## src/include/soc_bus_consts.svh

```systemverilog
`ifndef SOC_BUS_CONSTS_SVH
`define SOC_BUS_CONSTS_SVH

// on-chip RAM window, base aligned to its own size
`define RAM_BASE            64'h0000_0000_8000_0000
`define RAM_WORDS           2048

// PLIC register map, context 0 addresses
`define PLIC_BASE           64'h0000_0000_0c00_0000
`define PLIC_PENDING        64'h0000_0000_0c00_1000
`define PLIC_ENABLE         64'h0000_0000_0c00_2000
`define PLIC_THRESHOLD      64'h0000_0000_0c20_0000
`define PLIC_CLAIM          64'h0000_0000_0c20_0004

// distance from context 0 to context 1
`define PLIC_ENABLE_STRIDE  64'h0000_0000_0000_0080
`define PLIC_CTX_STRIDE     64'h0000_0000_0000_1000

// source ids run from 1 to NUM_SOURCES, id 0 means none
`define NUM_SOURCES         5
`define NUM_CTX             2
`define PRIO_W              3

// machine timer
`define MTIME_ADDR          64'h0000_0000_0200_bff8
`define MTIMECMP_ADDR       64'h0000_0000_0200_4000
`define MTIMECMP_RESET      64'h0000_0000_8000_0000

// flush addresses, acknowledged only
`define TLB_ADDR            64'h0000_0000_1000_1000
`define CACHEI_ADDR         64'h0000_0000_1000_1008

`endif

```

## src/hdl/soc_bus_pkg.sv

```systemverilog
package soc_bus_pkg;

    // load/store width, bit 2 marks the zero-extending loads
    typedef enum logic [2:0] {
        LS_B  = 3'b000,
        LS_H  = 3'b001,
        LS_W  = 3'b010,
        LS_D  = 3'b011,
        LS_BU = 3'b100,
        LS_HU = 3'b101,
        LS_WU = 3'b110
    } ls_type_e;

    typedef struct packed {
        logic [63:0] addr;
        logic [63:0] wdata;
        ls_type_e    ls_type;
        logic        read;
        logic        write;
    } bus_req_t;

    // one-hot region plus the decoded PLIC context and priority id
    typedef struct packed {
        logic       ram;
        logic       plic_prio;
        logic       plic_pend;
        logic       plic_en;
        logic       plic_thr;
        logic       plic_claim;
        logic       mtime;
        logic       mtimecmp;
        logic       ack_only;
        logic       unmapped;
        logic       ctx;
        logic [4:0] prio_id;
    } region_sel_t;

    typedef struct packed {
        logic        en_wr;
        logic        thr_wr;
        logic        claim_rd;
        logic [31:0] data;
    } plic_wr_t;

endpackage

```

## src/hdl/bus_response.sv

```systemverilog
`timescale 1ns/1ps
`include "soc_bus_consts.svh"

module bus_response (
    input  logic                               CLOCK_50,
    input  logic                               KEY0,
    input  soc_bus_pkg::bus_req_t              busy_req,
    input  soc_bus_pkg::region_sel_t           sel,
    input  logic                               active,
    input  logic [63:0]                        ram_rdata,
    input  logic                               ram_last,
    input  logic [31:0]                        pend,
    input  logic [`PRIO_W-1:0]                 prio_rd,
    input  logic [`NUM_CTX-1:0][31:0]          ctx_enable,
    input  logic [`NUM_CTX-1:0][`PRIO_W-1:0]   ctx_threshold,
    input  logic [`NUM_CTX-1:0][31:0]          ctx_claim,
    input  logic [63:0]                        mtime,
    output logic [63:0]                        rdata,
    output logic                               read_done,
    output logic                               write_done,
    output logic [63:0]                        mtimecmp
);

    logic [63:0] rd_mux;
    logic        final_step;

    assign final_step = active && (!sel.ram || ram_last);

    // done stays low while the access is in flight
    assign read_done  = !(active && busy_req.read);
    assign write_done = !(active && busy_req.write);

    always_comb begin
        if (sel.unmapped || sel.ack_only)  rd_mux = '0;
        else if (sel.ram)                  rd_mux = ram_rdata;
        else if (sel.plic_prio)            rd_mux = 64'(prio_rd);
        else if (sel.plic_pend)            rd_mux = 64'(pend);
        else if (sel.plic_en)              rd_mux = 64'(ctx_enable[sel.ctx]);
        else if (sel.plic_thr)             rd_mux = 64'(ctx_threshold[sel.ctx]);
        else if (sel.plic_claim)           rd_mux = 64'(ctx_claim[sel.ctx]);
        else if (sel.mtime)                rd_mux = mtime;
        else if (sel.mtimecmp)             rd_mux = mtimecmp;
        else                               rd_mux = '0;
    end

    always_ff @(posedge CLOCK_50) begin
        if (final_step && busy_req.read) begin
            rdata <= rd_mux;
        end
    end

    always_ff @(posedge CLOCK_50 or negedge KEY0) begin
        if (!KEY0) begin
            mtimecmp <= `MTIMECMP_RESET;
        end else if (active && busy_req.write && sel.mtimecmp) begin
            mtimecmp <= busy_req.wdata;
        end
    end

endmodule

```

## config.mk

```make
export PLATFORM = sky130hd
export DESIGN_NAME = bus_response
export DESIGN_NICKNAME = d
export VERILOG_FILES = /design/src/hdl/soc_bus_pkg.sv /design/src/hdl/bus_response.sv
export VERILOG_INCLUDE_DIRS = /design/src /design/src/include
export SDC_FILE = /design/constraint.sdc
export NUM_CORES = 1
export LEC_CHECK = 0
export BUFFER_PORTS_ARGS = -buffer_cell sky130_fd_sc_hd__buf_2
export CAP_MARGIN = 20
export CORE_AREA = 3 3 223 225
export DETAILED_ROUTE_END_ITERATION = 7
export DIE_AREA = 0 0 226 228
export GPL_TIMING_DRIVEN = 1
export PLACE_DENSITY = 0.45
export SETUP_SLACK_MARGIN = 0.5
export SLEW_MARGIN = 20
export SYNTH_ARGS = -nofsm -noshare
export SYNTH_HDL_FRONTEND = slang
export SYNTH_SLANG_ARGS = --single-unit
```

## constraint.sdc

```tcl
create_clock -name CLOCK_50 -period 3.41 [get_ports CLOCK_50]
set_input_delay 0 -clock CLOCK_50 [delete_from_list [all_inputs] [get_ports CLOCK_50]]
set_output_delay 0 -clock CLOCK_50 [all_outputs]
set_load 0.03 [all_outputs]
```

==> results of run 1 <==
## state kept, by name (all words and copies together), names as in the netlist
name,count
rdata,64
mtimecmp,64
## kinds of logic after synthesis
| group | Yosys count | share of synthesized area |
|---|---|---|
| simple gates | 76 | 0.05109 |
| flops | 128 | 0.4484 |
| mux | 131 | 0.1826 |
| compound gates | 231 | 0.2680 |
| buf+inv | 76 | 0.04998 |
## timing repair
| item | 4_1_cts | 5_1_grt |
|---|---|---|
| hold buffers | 167 | 0 |
| hold endpoints to repair | 191 | 0 |
| gates resized for setup | 0 | 0 |
## layout make-up
type	instances	area, µm²
Antenna cell	3	7.507
Clock buffer	23	488.0
Clock inverter	9	83.83
Fill cell	5027	34440
Inverter	2	7.507
Multi-Input combinational cell	438	3985
Sequential cell	128	3525
Tap cell	615	769.5
Timing Repair Buffer	696	4439
## routing by layer
layer | global-route usage | routed length [µm] | vias to the layer above
met4 | 0.06514 | 1147 | 0
met2 | 0.2721 | 20350 | 377
met5 | 0 | 0 | -
li1 | - | - | 3885
met1 | 0.1694 | 15690 | 4144
met3 | 0.03278 | 2164 | 63
## power by group
group / total (µW) / leakage (µW) / internal, µW / switching, µW
clock network: 1830 / 0.000279 / 1080 / 759
registers: 1950 / 0.00127 / 1820 / 131
logic: 1650 / 0.00398 / 685 / 966
## layout by cell type (no fill, tap or decap), types with 17 or more instances in the layout
| cell | netlist | layout |
|---|---|---|
| a211o_1 | 29 | 29 |
| nand2_1 | 33 | 33 |
| mux2_1 | 65 | 65 |
| a22oi_2 | 30 | 30 |
| dlygate4sd3_1 | 0 | 167 |
| o21ai_0 | 32 | 32 |
| clkbuf_16 | 0 | 17 |
| a22o_1 | 31 | 31 |
| edfxtp_1 | 64 | 64 |
| a221oi_2 | 18 | 18 |
| buf_4 | 5 | 21 |
| dfrtp_1 | 63 | 63 |
| nor2_2 | 30 | 30 |
| mux2_2 | 34 | 34 |
| mux2i_1 | 32 | 32 |
| buf_2 | 17 | 504 |
| a221oi_1 | 72 | 72 |
## worst max-delay path: stages
cell and delay (ns):
buf_2 0.18, nor2b_4 0.52, buf_12 0.28, buf_4 0.17, a221oi_1 0.08, a211o_1 0.30
a221oi_1 0.26, dlygate4sd3_1 0.58
## through the flow
stage	setup WS, ns	instance area [µm²]
after global placement	1.337	11030
after detailed placement	1.278	11030
after CTS	1.308	13270
after floorplan	0.5404	7865
after global routing	1.180	13300
final	1.345	13310
## worst paths after layout
| path | slack [ns] | end |
|---|---|---|
| min in group CLOCK_50 | 0.06 | rdata[25] |
| worst min register to register | 0.51 | mtimecmp[59] |
| worst max register to register | 1.57 | rdata[10] |
| worst min-delay path | 0.02 | mtimecmp[43] |
| worst max-delay path | 1.34 | rdata[14] |
| max in group asynchronous | 2.72 | mtimecmp[31] |
==> metrics.md, run 1 <==
| Metric | Value |
|---|---|
| Post-route non-filler standard cell count | between 1500 and 2000 |
| Synth area leader | edfxtp_1 |
| Peak Freq | ~480 MHz |
| Final wirelength | just under 40000 µm |
| Critical Path RT | 3.75 ns |
| Count leader, synth | a221oi_1 |
| Num CTS Buffers | 17 |
| Outcome | completed |
| Peak supply drop | 0.0003007 V |
| Worst hold path class | primary input to asynchronous set/reset pin |
| Die W | 226 µm |
| Crit. Startpoint | sel[8] |
| CP Max Fanout | 23 |
| Tcrit/Tclk final | 0.6057 |
| Detailed placement HPWL | 28460 µm |
| Clk sinks | 128 |
| # rows | 80 |
| Number of global-route vias before repair | 9188 |
| Mean Syn Cell Area | 12.25 µm² |
| Largest net degree at the start of global routing | 66 |
| Syn Inst Count | about 640 |
| Top post-synthesis cells by area | edfxtp_1 24%, dfrtp_1 20%, mux2_1 9.3% |
| Clock transition at the registers of the reported paths | roughly 0.06 ns |
| Number of synthesized flops with an enable pin | 64 |
| Warnings from Yosys | 0 |
| Fin crit period | a little over 2 ns |
| H-tree levels | 4 |
| Synth cell types | 32 |
| Grt total ovfl | 0 |
| Routed Antenna Nets | 0 |
| Synth top area share | 0.2445 |
| Final hold vios | 0 |
| RSZ-0062 raised after global routing | false |
| Area Overhead vs Synth | 69.25% |
| CTS max path bufs | 2 |
| Initial Util | 0.1646 |
| Total GRT Usage | 0.1507 |
| Synth top cells by count | 72 x a221oi_1, 65 x mux2_1, 64 x edfxtp_1 |
| Syn Nets | about 1100 |
| Initial antenna violation count | 4 |
| Iteration-0 DRC Markers | 344 |
| DIE AREA | a little over 50000 µm² |
| First-pass GRT wire length | approximately 57000 µm |
| Drt pass-1 iters | 6 |
| Layout cell share with drive strength beyond 1 | 0.5239 |
| Worst r2r src | mtimecmp[10] |
| Max-Cap Viols | 0 |
| Worst-skew pair later-pin latency | approximately 0.47 ns |
| Postcts setup bufs | 0 |
| Pwr Total | roughly 5400 µW |
| Routability cong. | ~0.80 |
| Register area share after synthesis | 0.4484 |
| Max-slew violations | 0 |
| Lkg Pwr | around 0.0055 µW |
| Ys async rst share | 0.5000 |
| Slew headroom | 0.4173 |
| Cell total after placement | between 1500 and 2000 |
| Worst hold margin | around 0.02 ns |
| PwrDens | about 400 nW/µm² |
| Vias after detailed routing | ~8500 |
| Number of port buffers | roughly 510 |
| Fin util | 0.2787 |
| DRC viols | 0 |
| Most used DFF post-synth | edfxtp_1 |
| Die H | roughly 230 µm |
| Worst reg-to-reg path cell count | 4 |
| Mapped Area | between 7000 and 8000 µm² |
| I/O pins | 580 |
| Worst Setup End Kind | flip-flop |
| WL per Instance | 20.56 µm |
| WS Path Type | primary input to flip-flop |
| Startpoint types | primary input |
| Clk root buf | clkbuf_16 |
| Layout Skew | between 0.009 and 0.01 ns |
| Core ar. | between 40000 and 50000 µm² |
| Post-layout nets | 1733 |
| Worst-Margin Slew | a little under 0.9 ns |
| Finish-stage setup viols | 0 |
| Drt via density | roughly 4.4 |
| TritonCTS clock tree | done |
| Seq cells post-synth | between 100 and 150 |
| Critical Path AT | roughly 2.4 ns |
| Setup TNS | 0 ns |
Power figures use the tool's default switching activity.
==> run 2, diff against run 1 <==
--- a/config.mk
+++ b/config.mk
@@ -8,11 +8,11 @@
 export LEC_CHECK = 0
 export BUFFER_PORTS_ARGS = -buffer_cell sky130_fd_sc_hd__buf_2
 export CAP_MARGIN = 20
-export CORE_AREA = 3 3 223 225
+export CORE_AREA = 3 3 225 227
 export DETAILED_ROUTE_END_ITERATION = 7
-export DIE_AREA = 0 0 226 228
+export DIE_AREA = 0 0 228 230
 export GPL_TIMING_DRIVEN = 1
-export PLACE_DENSITY = 0.45
+export PLACE_DENSITY = 0.46
 export SETUP_SLACK_MARGIN = 0.5
 export SLEW_MARGIN = 20
 export SYNTH_ARGS = -nofsm -noshare
==> constraint.sdc (replaced) <==
create_clock -name CLOCK_50 -period 1.7 [get_ports CLOCK_50]
set_input_delay 0 -clock CLOCK_50 [delete_from_list [all_inputs] [get_ports CLOCK_50]]
set_output_delay 0 -clock CLOCK_50 [all_outputs]
set_load 0.03 [all_outputs]
==> metrics.md, run 2 (synthesis gave the netlist of run 1 again) <==
| Metric | Value |
|---|---|
| Outcome | completed |
| Max-Cap Viols | 0 |
| Clock transition at the registers of the reported paths | ~0.07 ns |
| CTS max path bufs | 2 |
| Number of global-route vias before repair | roughly 9400 |
| H-tree levels | 4 |
| Number of port buffers | roughly 510 |
| Detailed placement HPWL | ~30000 µm |
| Layout Skew | approximately 0.013 ns |
| Instance count on the critical path | 3 |
| WS Path Type | flip-flop to flip-flop |
| Worst r2r src | mtimecmp[31] |
| Routed Antenna Nets | 0 |
| Core ar. | ~50000 µm² |
| Crit path cell chain | a221oi_2 > a211o_1 > a221oi_2 |
| Cell total after placement | approximately 1800 |
| R2r endpoint | rdata[31] |
| Total GRT Usage | 0.1574 |
| R2r setup slk | 0.47 ns |
| Die H | between 200 and 250 µm |
| Clk sinks | roughly 130 |
| Most frequent cells in the layout | 502 x buf_2, 175 x dlygate4sd3_1, 64 x mux2_1, 64 x edfxtp_1, 55 x a221oi_1 |
| Most used cell, CP | a221oi_2 |
| Crit-path leading delay family | flip-flops |
| Die W | about 230 µm |
| Clock network fraction of total power | 0.322 |
| Pre-CTS setup slack | roughly 0.080 ns |
| I/O pins | a little under 600 |
| Peak Freq | between 800 and 900 MHz |
| Sequential share of power | 0.362 |
| Worst-Margin Slew | 0.7028 ns |
| Slowest stage delay, CP | between 0.5 and 0.6 ns |
| RSZ-0062 raised after global routing | true |
| Initial Util | 0.1609 |
| Worst Setup End Kind | flip-flop |
| Final hold vios | 0 |
| CP bufs+invs | 0 |
| PwrDens | around 800 nW/µm² |
| Max-slew violations | 0 |
| Clk root buf | clkbuf_16 |
| Lkg Pwr | between 0.005 and 0.006 µW |
| Critical Path RT | 2.02 ns |
| Layout cell share with drive strength beyond 1 | 0.5692 |
| Startpoint types | flip-flop |
| Fin crit period | around 1.2 ns |
| Final wirelength | between 40000 and 50000 µm |
| Gate power share | 0.316 |
| Sw Share | 0.3614 |
| CTS Hold Bufs | ~180 |
| Initial antenna violation count | 9 |
| DRC viols | 0 |
| Drt via density | approximately 4.4 |
| CP Max Fanout | 3 |
| Post-route non-filler standard cell count | between 1500 and 2000 |
| WL per Instance | ~21 µm |
| Post-layout nets | 1767 |
| Worst setup margin | 0.4687 ns |
| Tcrit/Tclk final | 0.7243 |
| TritonCTS clock tree | done |
| Finish-stage setup viols | 0 |
| Peak supply drop | between 0.0005 and 0.0006 V |
| # rows | 81 |
| Filler Cells Inserted | ~5200 |
| Worst hold path class | primary input to asynchronous set/reset pin |
| Largest net degree at the start of global routing | between 40 and 50 |
| DIE AREA | about 52000 µm² |
| Most common cell after layout, fill and taps aside | buf_2 |
| Vias after detailed routing | a little under 9000 |
| First-pass GRT wire length | approximately 61000 µm |
| Grt total ovfl | 0 |
| Drt pass-1 iters | 7 |
| Critical Path AT | 1.55 ns |
| Worst-skew pair later-pin latency | roughly 0.48 ns |
| Worst reg-to-reg path cell count | 3 |
| Num CTS Buffers | 17 |
| Slowest cell on crit path | dfstp_2 |
| Area Overhead vs Synth | 76.95% |
| Net Sw Power | approximately 4000 µW |
| Slew headroom | 0.5315 |
| Iteration-0 DRC Markers | around 420 |
| Routability cong. | around 0.89 |
| Top flop regs | mtimecmp (64), rdata (64) |
| Internal power consumption | roughly 7000 µW |
-- run 2: cell types whose count changed in the layout (fill, tap and decap cells not counted), moves of 4 or more --
| cell | change |
|---|---|
| dfrtp_1 | -31 |
| dfrtp_2 | +31 |
| a221oi_1 | -17 |
| buf_4 | +17 |
| a221oi_2 | +16 |
| buf_12 | +12 |
| dlygate4sd3_1 | +8 |
| inv_6 | +5 |
| clkbuf_8 | -4 |
-- run 2: final cells by class --
| class | instances | area, µm² | share of cell area |
|---|---|---|---|
| timing repair buffer | 730 | 4850 | 0.3486 |
| multi-input combinational | 438 | 4116 | 0.2959 |
| sequential | 128 | 3563 | 0.2562 |
| tap | 664 | 830.8 | 0.05972 |
| clock buffer | 18 | 429.2 | 0.03085 |
| clock inverter | 14 | 106.4 | 0.007645 |
| inverter | 2 | 7.507 | 0.0005397 |
| antenna | 3 | 7.507 | 0.0005397 |
-- run 2: power by group through the flow --
stage          registers [µW]  clock network, µW  logic [µW]
3_3_place_gp             4030                  0        3120
2_1_floorplan            4740                  0        1010
4_1_cts                  3980               3710        3480
3_5_place_dp             4040                  0        3130
5_1_grt                  4030               3840        3700
6_report                 3990               3540        3480
-- run 2: per-layer routing --
layer | global-route usage | share of wire | vias up
li1 | - | - | 3956
met1 | 0.1882 | 0.41 | 4306
met2 | 0.2654 | 0.49 | 460
met3 | 0.04286 | 0.067 | 80
met4 | 0.06807 | 0.026 | 6
met5 | 0 | 0.00098 | -
-- run 2: how the worst max path moves through the flow --
stage | startpoint | end | slack (ns)
after floorplan | sel[15] | rdata[0] | -0.22
after global placement | sel[8] | rdata[14] | 0.1
after detailed placement | sel[8] | rdata[3] | 0.08
after CTS | mtimecmp[31] | rdata[31] | 0.42
after global routing | mtimecmp[26] | rdata[26] | 0.39
final | mtimecmp[31] | rdata[31] | 0.47
-- run 2: what timing repair did --
action                                  CTS  global route
resized for setup                        10             9
endpoints found under the setup margin   13            31
pin swaps                                 8            18
endpoints found under the hold margin   189             9
setup buffers                             0             0
gates cloned                              0             0
-- run 2: stage by stage --
step           power (µW)  cell area, µm²    util  hold slack (ns)  setup TNS (ns)
2_1_floorplan        5751            8049       -          -0.2956          -13.86
3_3_place_gp         7149           11510  0.2356         -0.04049               0
3_5_place_dp         7165           11510  0.2356         -0.04762               0
4_1_cts             11180           13860  0.2837         -0.01430               0
5_1_grt             11570           13910  0.2847        -0.008993               0
6_report            11010           13910  0.2848         0.008351               0
==> run 3, diff against run 2 <==
--- a/config.mk
+++ b/config.mk
@@ -6,11 +6,12 @@
 export SDC_FILE = /design/constraint.sdc
 export NUM_CORES = 1
 export LEC_CHECK = 0
+export ABC_AREA = 1
 export BUFFER_PORTS_ARGS = -buffer_cell sky130_fd_sc_hd__buf_2
 export CAP_MARGIN = 20
-export CORE_AREA = 3 3 225 227
+export CORE_AREA = 3 3 226 228
 export DETAILED_ROUTE_END_ITERATION = 7
-export DIE_AREA = 0 0 228 230
+export DIE_AREA = 0 0 229 231
 export GPL_TIMING_DRIVEN = 1
 export PLACE_DENSITY = 0.46
 export SETUP_SLACK_MARGIN = 0.5
==> constraint.sdc (replaced) <==
create_clock -name CLOCK_50 -period 1.1 [get_ports CLOCK_50]
set_input_delay 0 -clock CLOCK_50 [delete_from_list [all_inputs] [get_ports CLOCK_50]]
set_output_delay 0 -clock CLOCK_50 [all_outputs]
set_load 0.03 [all_outputs]
==> metrics.md, run 3 <==
| Metric | Value |
|---|---|
| WS Path Type | flip-flop to primary output |
| Tcrit/Tclk final | 1.096 |
| Finish-stage setup viols | 33 |
| Filler Cells Inserted | just over 5000 |
| Layout Skew | about 0.0094 ns |
| Largest net degree at the start of global routing | 65 |
| Grt total ovfl | 0 |
| Critical Path RT | around 1.1 ns |
| Peak Freq | around 830 MHz |
| Seq cells post-synth | roughly 130 |
| Top flop regs | mtimecmp (64), rdata (64) |
| Worst reg-to-reg path cell count | 7 |
| Syn Nets | between 1500 and 2000 |
| Slowest stage delay, CP | 0.53 ns |
| Number of port buffers | about 510 |
| Top post-synthesis cells by area | edfxtp_1 24%, dfrtp_1 20%, nand2_1 19% |
| Lkg Pwr | ~0.0076 µW |
| Number of synthesized flops with an enable pin | between 60 and 70 |
| CP bufs+invs | 1 |
| Setup TNS | -1.394 ns |
| Layout cell share with drive strength beyond 1 | 0.5420 |
| Max-slew violations | 0 |
| Most used DFF post-synth | edfxtp_1 |
| Routability cong. | 0.8968 |
| Core ar. | approximately 49000 µm² |
| CP Max Fanout | 1 |
| TritonCTS clock tree | done |
| Slew headroom | 0.6663 |
| First-pass GRT wire length | about 69000 µm |
| DIE AREA | about 53000 µm² |
| Die H | around 230 µm |
| R2r setup slk | -0.06 ns |
| Fin area | between 15000 and 20000 µm² |
| Cell Area, Placed | around 12000 µm² |
| Ys async rst share | 0.5000 |
| WL per Instance | 18.97 µm |
| Clk sinks | ~130 |
| Instance count on the critical path | 1 |
| Worst-skew pair later-pin latency | about 0.47 ns |
| Initial Util | 0.1614 |
| Most frequent cells in the layout | 372 x nand2_1, 372 x buf_2, 210 x buf_6 |
| Post-route non-filler standard cell count | ~2500 |
| Count leader, synth | nand2_1 |
| Mapped Area | 7916 µm² |
| Worst hold margin | -0.09556 ns |
| Max-Cap Viols | 0 |
| Syn Inst Count | ~1100 |
| Startpoint types | flip-flop |
| Register area share after synthesis | 0.4452 |
| Crit-path leading delay family | flip-flops |
| Drt via density | 4.197 |
| Initial antenna violation count | 4 |
| Worst hold path class | primary input to flip-flop |
| Vias after detailed routing | ~10000 |
| Number of global-route vias before repair | between 10000 and 15000 |
| Synth top cells by count | 409 x nand2_1, 138 x a21oi_1, 105 x nand3_1 |
| Cell total after placement | about 2300 |
| Final wirelength | 47370 µm |
| Area Overhead vs Synth | 108.5% |
| Iteration-0 DRC Markers | a little under 600 |
| Peak supply drop | about 0.0011 V |
| Num CTS Buffers | 17 |
| Slowest cell on crit path | edfxtp_1 |
| Outcome | complete, but fails checks |
| Worst setup margin | -0.1056 ns |
| DRC viols | 0 |
| PwrDens | between 1000 and 1500 nW/µm² |
| # rows | a little over 80 |
| Hold depth | 3 |
| H-tree levels | 4 |
| RSZ-0062 raised after global routing | true |
| Worst-Margin Slew | approximately 0.50 ns |
| CTS max path bufs | 2 |
| Critical Path AT | approximately 1.2 ns |
| Post-layout nets | around 2300 |
| Crit path cell chain | buf_6 |
| Clk root buf | clkbuf_16 |
| Failing checks | hold timing, setup timing |
| Fin crit period | ~1.2 ns |
| Worst Setup End Kind | primary output |
| Pwr Total | 19640 µW |
| Pre-CTS setup slack | -0.4984 ns |
| Total GRT Usage | 0.1767 |
| Mean Syn Cell Area | 7.303 µm² |
| Routed Antenna Nets | 0 |
| Die W | between 200 and 250 µm |
| Clock transition at the registers of the reported paths | ~0.070 ns |
| Synth cell types | 20 |
| Synth area leader | edfxtp_1 |
| I/O pins | 580 |
| CTS Hold Bufs | ~130 |
| Final hold vios | 12 |
| Detailed placement HPWL | 34140 µm |
| Warnings from Yosys | 0 |
| Synth top area share | 0.2428 |
| Drt pass-1 iters | 5 |
run 3: timing repair:
item                                    in CTS  in global routing
endpoints found under the hold margin      191                 14
gates cloned                                 6                  0
pin swaps                                   53                 66
gates resized for setup                    402                 85
endpoints found under the setup margin     287                307
buffers inserted                            56                 11
run 3: final timing paths:
path,from,end
setup / recovery,rdata[1],rdata[1]
hold / removal,ram_rdata[2],rdata[2]
setup reg to reg,mtimecmp[17],rdata[17]
hold reg to reg,mtimecmp[52],mtimecmp[52]
max in group asynchronous,KEY0,mtimecmp[47]
min in group asynchronous,KEY0,mtimecmp[6]
run 3: layout make-up:
| class | instances | area, µm² | share of cell area |
|---|---|---|---|
| timing repair buffer | 800 | 6694 | 0.4056 |
| multi-input combinational | 837 | 4686 | 0.2839 |
| sequential | 128 | 3602 | 0.2183 |
| tap | 664 | 830.8 | 0.05034 |
| clock buffer | 17 | 425.4 | 0.02578 |
| inverter | 35 | 136.4 | 0.008264 |
| clock inverter | 15 | 126.4 | 0.007657 |
| antenna | 1 | 2.502 | 0.0001516 |
run 3: worst min-delay path, delay by kind of cell:
family	cells	cell delay, ns
compound gates	2	0.18
buf+inv	1	0.07
run 3: power by group:
| part | switching [µW] | internal [µW] | total, µW |
|---|---|---|---|
| Sequential | 573 | 5710 | 6280 |
| Combinational | 3750 | 3990 | 7740 |
| Clock | 2670 | 2940 | 5610 |
run 3: logic make-up (layout without fill, tap and decap cells):
logic type / Yosys count / after routing / synth area share
other: 0 / 1 / 0
buffers and inverters: 119 / 867 / 0.06275
muxes: 43 / 43 / 0.06117
AOI/OAI and AO/OA: 171 / 171 / 0.1128
DFF: 128 / 128 / 0.4452
and+or+nand+nor: 623 / 623 / 0.3180
run 3: routing by layer:
layer	up-vias	wire, µm	track usage
met5	-	27	0
met4	4	1148	0.06353
met3	54	2832	0.04603
met2	434	23240	0.3021
met1	4943	20120	0.2144
li1	5045	-	-
run 3: per-stage QoR:
stage	hold slack, ns	util
global route	-0.1051	0.3364
CTS	-0.1443	0.3290
finish	-0.09556	0.3364
floorplan	-0.2956	-
detailed placement	0.05602	0.2540
global placement	0.05603	0.2540
